## config.mk

```make
export PLATFORM = sky130hd
export DESIGN_NAME = inst_decoder
export DESIGN_NICKNAME = d
export VERILOG_FILES = /design/src/source/rename_pkg.sv /design/src/source/inst_decoder.sv
export SDC_FILE = /design/constraint.sdc
export NUM_CORES = 1
export LEC_CHECK = 0
export ABC_AREA = 1
export CORE_AREA = 4 4 43 45
export DETAILED_ROUTE_END_ITERATION = 12
export DIE_AREA = 0 0 47 49
export DONT_BUFFER_PORTS = 1
export GPL_TIMING_DRIVEN = 0
export PLACE_DENSITY = 0.68
export SLEW_MARGIN = 0
export SYNTH_ARGS = -nofsm -noshare
export SYNTH_HDL_FRONTEND = slang
export SYNTH_SLANG_ARGS = --single-unit
```

## constraint.sdc

```tcl
create_clock -name vclk -period 2.9
set_input_delay 0.29 -clock vclk [all_inputs]
set_output_delay 0.29 -clock vclk [all_outputs]
set_load 0.02 [all_outputs]
```

## src/source/rename_pkg.sv

```systemverilog
// decode and rename types
package rename_pkg;

	parameter int xlen      = 32;   // data and instruction width
	parameter int arch_regs = 32;

	typedef logic [4:0] arn_t;
	typedef logic [5:0] prn_t;

	parameter int phys_regs = 2 ** $bits(prn_t);   // 64, fixed by the tag width

	////////////////////////////////////////////////////////////
	// instruction formats
	////////////////////////////////////////////////////////////

	typedef struct packed {
		logic [6:0] funct7;
		logic [4:0] rs2;
		logic [4:0] rs1;
		logic [2:0] funct3;
		logic [4:0] rd;
		logic [6:0] opcode;
	} r_fmt_t;

	typedef struct packed {
		logic [11:0] imm;
		logic [4:0]  rs1;
		logic [2:0]  funct3;
		logic [4:0]  rd;
		logic [6:0]  opcode;
	} i_fmt_t;

	typedef struct packed {
		logic [6:0] imm_hi;
		logic [4:0] rs2;
		logic [4:0] rs1;
		logic [2:0] funct3;
		logic [4:0] imm_lo;
		logic [6:0] opcode;
	} s_fmt_t;

	typedef struct packed {
		logic       imm_12;
		logic [5:0] imm_10_5;
		logic [4:0] rs2;
		logic [4:0] rs1;
		logic [2:0] funct3;
		logic [3:0] imm_4_1;
		logic       imm_11;
		logic [6:0] opcode;
	} b_fmt_t;

	typedef struct packed {
		logic [19:0] imm;
		logic [4:0]  rd;
		logic [6:0]  opcode;
	} u_fmt_t;

	typedef struct packed {
		logic       imm_20;
		logic [9:0] imm_10_1;
		logic       imm_11;
		logic [7:0] imm_19_12;
		logic [4:0] rd;
		logic [6:0] opcode;
	} j_fmt_t;

	typedef union packed {
		r_fmt_t r;
		i_fmt_t i;
		s_fmt_t s;
		b_fmt_t b;
		u_fmt_t u;
		j_fmt_t j;
	} inst_t;

	////////////////////////////////////////////////////////////
	// control encodings
	////////////////////////////////////////////////////////////

	typedef enum logic [6:0] {
		opc_lui    = 7'b0110111,
		opc_auipc  = 7'b0010111,
		opc_jal    = 7'b1101111,
		opc_jalr   = 7'b1100111,
		opc_branch = 7'b1100011,
		opc_load   = 7'b0000011,
		opc_store  = 7'b0100011,
		opc_op_imm = 7'b0010011,
		opc_op     = 7'b0110011,
		opc_system = 7'b1110011
	} opcode_e;

	typedef enum logic [3:0] {
		alu_add, alu_sub, alu_slt, alu_sltu, alu_and, alu_or, alu_xor,
		alu_sll, alu_srl, alu_sra, alu_mul, alu_mulh, alu_mulhsu, alu_mulhu
	} alu_func_e;

	typedef enum logic [1:0] {opa_rs1, opa_pc, opa_zero} opa_sel_e;

	typedef enum logic [2:0] {
		opb_rs2, opb_i_imm, opb_s_imm, opb_b_imm, opb_u_imm, opb_j_imm
	} opb_sel_e;

	typedef enum logic {dest_none, dest_rd} dest_sel_e;

	////////////////////////////////////////////////////////////
	// stage packets
	////////////////////////////////////////////////////////////

	typedef struct packed {
		inst_t           inst;
		logic [xlen-1:0] pc;
		logic [xlen-1:0] npc;
		logic            valid;
	} if_id_packet_t;

	typedef struct packed {
		opa_sel_e  opa_sel;
		opb_sel_e  opb_sel;
		dest_sel_e dest_sel;
		alu_func_e alu_func;
		logic      rd_mem;
		logic      wr_mem;
		logic      cond_branch;
		logic      uncond_branch;
		logic      csr_op;
		logic      halt;
		logic      illegal;
		logic      valid;
	} decode_ctl_t;

	typedef struct packed {
		inst_t           inst;
		logic [xlen-1:0] pc;
		logic [xlen-1:0] npc;
		decode_ctl_t     ctl;
		logic [xlen-1:0] rs1_value;   // holds the tag while not ready
		logic [xlen-1:0] rs2_value;
		logic            opa_ready;
		logic            opb_ready;
		prn_t            dest_prn;
		logic            valid;
	} id_ex_packet_t;

	typedef struct packed {
		prn_t            prn;
		logic [xlen-1:0] data;
		logic            valid;
	} cdb_packet_t;

	typedef struct packed {
		arn_t arn;
		prn_t prn;
		logic valid;
	} retire_packet_t;

endpackage
```

## src/source/inst_decoder.sv

```systemverilog
// RV32IM instruction decoder
`timescale 1ns/100ps

module inst_decoder import rename_pkg::*; (
	input  if_id_packet_t if_packet,
	output decode_ctl_t   ctl
);

	inst_t   inst;
	opcode_e opcode;

	assign inst   = if_packet.inst;
	assign opcode = opcode_e'(inst.r.opcode);

	// shared funct3 map for op and op_imm
	function automatic alu_func_e base_func(input logic [2:0] funct3);
		alu_func_e f;
		case (funct3)
			3'b000:  f = alu_add;
			3'b001:  f = alu_sll;
			3'b010:  f = alu_slt;
			3'b011:  f = alu_sltu;
			3'b100:  f = alu_xor;
			3'b101:  f = alu_srl;
			3'b110:  f = alu_or;
			default: f = alu_and;
		endcase
		return f;
	endfunction

	always_comb begin
		// defaults decode as a nop
		ctl.opa_sel       = opa_rs1;
		ctl.opb_sel       = opb_rs2;
		ctl.dest_sel      = dest_none;
		ctl.alu_func      = alu_add;
		ctl.rd_mem        = 1'b0;
		ctl.wr_mem        = 1'b0;
		ctl.cond_branch   = 1'b0;
		ctl.uncond_branch = 1'b0;
		ctl.csr_op        = 1'b0;
		ctl.halt          = 1'b0;
		ctl.illegal       = 1'b0;

		if (if_packet.valid) begin
			case (opcode)
				opc_lui: begin
					ctl.dest_sel = dest_rd;
					ctl.opa_sel  = opa_zero;
					ctl.opb_sel  = opb_u_imm;
				end
				opc_auipc: begin
					ctl.dest_sel = dest_rd;
					ctl.opa_sel  = opa_pc;
					ctl.opb_sel  = opb_u_imm;
				end
				opc_jal: begin
					ctl.dest_sel      = dest_rd;
					ctl.opa_sel       = opa_pc;
					ctl.opb_sel       = opb_j_imm;
					ctl.uncond_branch = 1'b1;
				end
				opc_jalr: begin
					ctl.dest_sel      = dest_rd;
					ctl.opb_sel       = opb_i_imm;
					ctl.uncond_branch = 1'b1;
					ctl.illegal       = (inst.i.funct3 != 3'b000);
				end
				opc_branch: begin
					ctl.opa_sel     = opa_pc;   // target is pc relative
					ctl.opb_sel     = opb_b_imm;
					ctl.cond_branch = 1'b1;
					ctl.illegal     = (inst.b.funct3 inside {3'b010, 3'b011});
				end
				opc_load: begin
					ctl.dest_sel = dest_rd;
					ctl.opb_sel  = opb_i_imm;
					ctl.rd_mem   = 1'b1;
					ctl.illegal  = (inst.i.funct3 inside {3'b011, 3'b110, 3'b111});
				end
				opc_store: begin
					ctl.opb_sel = opb_s_imm;
					ctl.wr_mem  = 1'b1;
					ctl.illegal = (inst.s.funct3 > 3'b010);
				end
				opc_op_imm: begin
					ctl.dest_sel = dest_rd;
					ctl.opb_sel  = opb_i_imm;
					ctl.alu_func = base_func(inst.i.funct3);
					if (inst.i.funct3 == 3'b001) begin
						ctl.illegal = (inst.r.funct7 != 7'b0000000);   // slli
					end else if (inst.i.funct3 == 3'b101) begin
						if (inst.r.funct7 == 7'b0100000) begin
							ctl.alu_func = alu_sra;
						end else if (inst.r.funct7 != 7'b0000000) begin
							ctl.illegal = 1'b1;
						end
					end
				end
				opc_op: begin
					ctl.dest_sel = dest_rd;
					case (inst.r.funct7)
						7'b0000000: ctl.alu_func = base_func(inst.r.funct3);
						7'b0100000: begin
							if (inst.r.funct3 == 3'b000) begin
								ctl.alu_func = alu_sub;
							end else if (inst.r.funct3 == 3'b101) begin
								ctl.alu_func = alu_sra;
							end else begin
								ctl.illegal = 1'b1;
							end
						end
						7'b0000001: begin   // M extension, no divide unit here
							case (inst.r.funct3)
								3'b000:  ctl.alu_func = alu_mul;
								3'b001:  ctl.alu_func = alu_mulh;
								3'b010:  ctl.alu_func = alu_mulhsu;
								3'b011:  ctl.alu_func = alu_mulhu;
								default: ctl.illegal  = 1'b1;
							endcase
						end
						default: ctl.illegal = 1'b1;
					endcase
				end
				opc_system: begin
					if (inst == 32'h1050_0073) begin
						ctl.halt = 1'b1;   // wfi
					end else if (inst.i.funct3 inside {3'b001, 3'b010, 3'b011}) begin
						ctl.csr_op = 1'b1;
					end else begin
						ctl.illegal = 1'b1;
					end
				end
				default: ctl.illegal = 1'b1;
			endcase
		end

		ctl.valid = if_packet.valid & ~ctl.illegal & ~ctl.halt;
	end

endmodule

```

; ---- After elaboration in Yosys (flattened, before gate mapping)
; Index checks and enable logic that the tools add are counted.
[totals]
reg_bits = 0
in_bits = 97
output_inout_bits = 18
[op_classes]
magnitude_cmp = 1
n_eq_ne = 20
mux = 32
bitwise = 4
n_reduce_logical = 14
[op_table]
columns = op, n
row1 = 32-bit by 29-bit == test with 1-bit output (second input constant), 1
row2 = 7-bit by 6-bit == test with 1-bit output (second input constant), 4
row3 = 7-bit == test (second input constant), 4
row4 = 4-bit one-hot mux with 7 select lines, 1
row5 = 4-bit 2-to-1 mux, 5
row6 = 1-bit 2-to-1 mux, 17
row7 = 17-bit 2-to-1 mux, 1
row8 = 4-bit one-hot mux with 4 select lines, 1
row9 = 3-bit one-hot mux with 5 select lines, 1
row10 = 7-bit by 5-bit == test with 1-bit output (second input constant), 2
row11 = 3-bit == test (second input constant), 4
row12 = 4-bit one-hot mux with 3 select lines, 1
row13 = 3-bit nonzero test, 3
row14 = 3-bit OR reduction, 3
row15 = 1-bit one-hot mux with 8 select lines, 1
row16 = 4-bit one-hot mux with 2 select lines, 1
row17 = 7-bit by 1-bit == test with 1-bit output (second input constant), 1
row18 = 7-bit by 2-bit == test with 1-bit output (second input constant), 1
row19 = 7-bit logical NOT, 1
row20 = 7-bit nonzero test, 1
row21 = 7-bit OR reduction, 1
row22 = 3-bit by 2-bit == test with 1-bit output (second input constant), 2
row23 = 2-bit one-hot mux with 2 select lines, 1
row24 = 2-bit OR reduction, 2
row25 = other kinds (9), 11

; ---- Logic depth before layout (Yosys ltp)
[logic_depth]
depth_word = 10
mapped_depth = 10
ltp_nobuf = 10

; ---- Worst setup path before layout
; OpenSTA, ideal clock, no wires.
[synth_timing]
path_type = input to output
startpoint = input if_packet[88] in the netlist's numbering
endpoint = output ctl[0] in the netlist's numbering
arrival_time_ns = 1.312
slack_ns = 1.298
stages = 7
n_path_buf = 0
cell_sequence = nor3b_1 -> nand3b_4 -> nor2_4 -> nor2_2 -> nor2_2 -> nand2_1 -> nor2_1
[synth_lines]
columns = element, line
row1 = start: declaration, inst_decoder.sv:5  ; input if_id_packet_t if_packet,
row2 = end: declaration, inst_decoder.sv:6  ; output decode_ctl_t ctl

==> flow_metrics.tcl <==
set metrics [dict create \
    dieWidth_um 47 \
    via_count 945 \
    tns_ns 0 \
    grt_max_degree 11 \
    routed_wl_mm 2.08 \
    synthCells 156 \
    worstSetupPathType "in -> out" \
    final_common_cell "nand2_1" \
    via_per_inst 5.49 \
    grt_pass1_vias 796 \
    p_sw_share_pct 69.0 \
    finalSetupViolations 0 \
    whs_endpoint "ctl[16]" \
    p_leak_nw 0.377 \
    final_cell_mix "nand2_1, nor2_1, inv_1" \
    initial_core_util_pct 53.1 \
    wire_per_inst_um 12.1 \
    fin_nets 255 \
    power.internal_w 0.0000168 \
    arrival_ns 1.43 \
    max-vdd-ir-drop_mv 0.0392 \
    drc_errors 0 \
    first_iter_violations 18 \
    comb_power_share_pct 100.0 \
    hold_violations 0 \
    cp_max_fo 3 \
    post_synth_instance_area_sq_um 782 \
    rsz0062_at_grt "no" \
    run_status "completed" \
    num_antenna_cells 0 \
    antenna_found_initial 0 \
    max_freq_mhz 581 \
    stdcell_count 172 \
    die-area_sq_mm 0.00230 \
    syn_nets 253 \
    dpl.hpwl_mm 1.80 \
    synth_seq_area_share_pct 0 \
    port_buffers 0 \
    grt-ovfl-total 0 \
    area_growth_pct 2.56 \
    post_cts_buffers 0 \
    seq_cells 0 \
    holdPathStages 1 \
    rows 14 \
    dp.cells 172 \
    critical-path-max-stage-delay_ns 0.45 \
    crit_path_end_kind "primary output" \
    synth_cell_type_count 22 \
    post-route-period-util_pct 59.3 \
    drive_above_1_share_pct 21.8 \
    fin_crit_ns 1.72 \
    pwr-share-seq_pct 0 \
    io_pins 115 \
    coreArea_sq_mm 0.00147 \
    drv_cap 0 \
    min_from "if_packet[70]" \
    worstSetupStartpointType "primary input" \
    p_clk_share_pct 0 \
    cp_slowest_cell "a31oi_1" \
    power_density_mw_per_mm2 67.6 \
    grt_first_pass_wirelength_mm 3.22 \
    cts_hold_buf 0 \
    cts_repair_resize_count 0 \
    slew_headroom_pct 52.0 \
    p_switching_w 0.0000374 \
    die_h_um 49 \
    path_common_cell "nand2_1" \
    seq_area_sq_um 0 \
    track_usage_pct 17.3 \
    yosys_warnings 0 \
    clock_buffers 0 \
    drt_pass1_iterations 4 \
    min_path_type "in -> out" \
    crit_path_cell_trace "nor2_1, nand3_1, nor2_2, nand2_1, nand2_1, nand2_1, a31oi_1" \
    gp_congestion 0.807 \
    ant_nets 0 \
    tightest_slew_ns 0.714 \
    critPathRequiredTime_ns 2.61 \
    avgSynthCellArea_sq_um 5.01 \
    slew_viol_final 0 \
]
-- layer usage --
metal / vias to the layer above / part of all wire [%] / global-route usage (%)
met2: 46 / 39 / 26.9
met5: - / 0 / 0
met4: 0 / 0 / 0.922
met3: 0 / 12 / 2.95
li1: 495 / - / -
met1: 404 / 48 / 25.7
-- how the worst max path moves through the flow --
stage	start	to	slack (ns)	cells after the start
2_1_floorplan	if_packet[88]	ctl[0]	1.30	7
5_1_grt	if_packet[68]	ctl[1]	1.08	9
4_1_cts	if_packet[94]	ctl[11]	1.17	7
3_5_place_dp	if_packet[94]	ctl[11]	1.18	7
3_3_place_gp	if_packet[94]	ctl[11]	1.18	7
6_report	if_packet[94]	ctl[11]	1.18	7
-- critical path, delay by kind of cell --
kind	cells	cell delay, ns
compound gates	1	0.45
simple gates	6	0.69
-- kinds of logic (layout without fill, tap and decap cells) --
logic type	Yosys count	after routing	synth area share (%)
AO/OA/AOI/OAI	19	19	14.4
buffers and inverters	22	22	10.6
AND/OR/NAND/NOR	115	115	75.0
-- final cells by class --
class	count	area [sq um]
multi-input combinational	134	699
inverter	21	78.8
buffer	1	3.75
tap	16	20.0
fill	165	669
-- through the flow --
| stage | setup slack, ns | util (%) | total power, W | cell area, sq um | hold WS, ns |
|---|---|---|---|---|---|
| 2_1_floorplan | 1.30 | - | 0.0000462 | 782 | 0.722 |
| 3_3_place_gp | 1.18 | 54.5 | 0.0000528 | 802 | 0.731 |
| 3_5_place_dp | 1.18 | 54.5 | 0.0000537 | 802 | 0.734 |
| 4_1_cts | 1.17 | 54.5 | 0.0000539 | 802 | 0.734 |
| 5_1_grt | 1.08 | 54.5 | 0.0000611 | 802 | 0.733 |
| 6_report | 1.18 | 54.5 | 0.0000542 | 802 | 0.732 |
-- cell usage after synthesis --
library cell / count / share of area (%)
a21oi_1: 7 / 4.5
a21oi_2: 3 / 3.4
a31oi_1: 1 / 0.80
buf_1: 1 / 0.48
inv_1: 15 / 7.2
inv_2: 6 / 2.9
nand2_1: 41 / 20
nand2_2: 9 / 7.2
nand3_1: 14 / 9.0
nand3_2: 3 / 3.8
nand3b_1: 1 / 0.96
nand3b_4: 1 / 2.6
nor2_1: 28 / 13
nor2_2: 6 / 4.8
nor2_4: 6 / 8.6
nor3_1: 2 / 1.3
nor3b_1: 3 / 2.9
o21ai_0: 5 / 3.2
o21ai_1: 1 / 0.64
o21bai_1: 1 / 0.96
o31ai_1: 1 / 0.96
or2_1: 1 / 0.80
-- power by group through the flow --
| stage | combinational (W) | clock (W) | sequential (W) |
|---|---|---|---|
| 2_1_floorplan | 0.0000462 | 0 | 0 |
| 5_1_grt | 0.0000611 | 0 | 0 |
| 3_5_place_dp | 0.0000537 | 0 | 0 |
| 6_report | 0.0000542 | 0 | 0 |
| 4_1_cts | 0.0000539 | 0 | 0 |
| 3_3_place_gp | 0.0000528 | 0 | 0 |
Power figures use the tool's default switching activity.
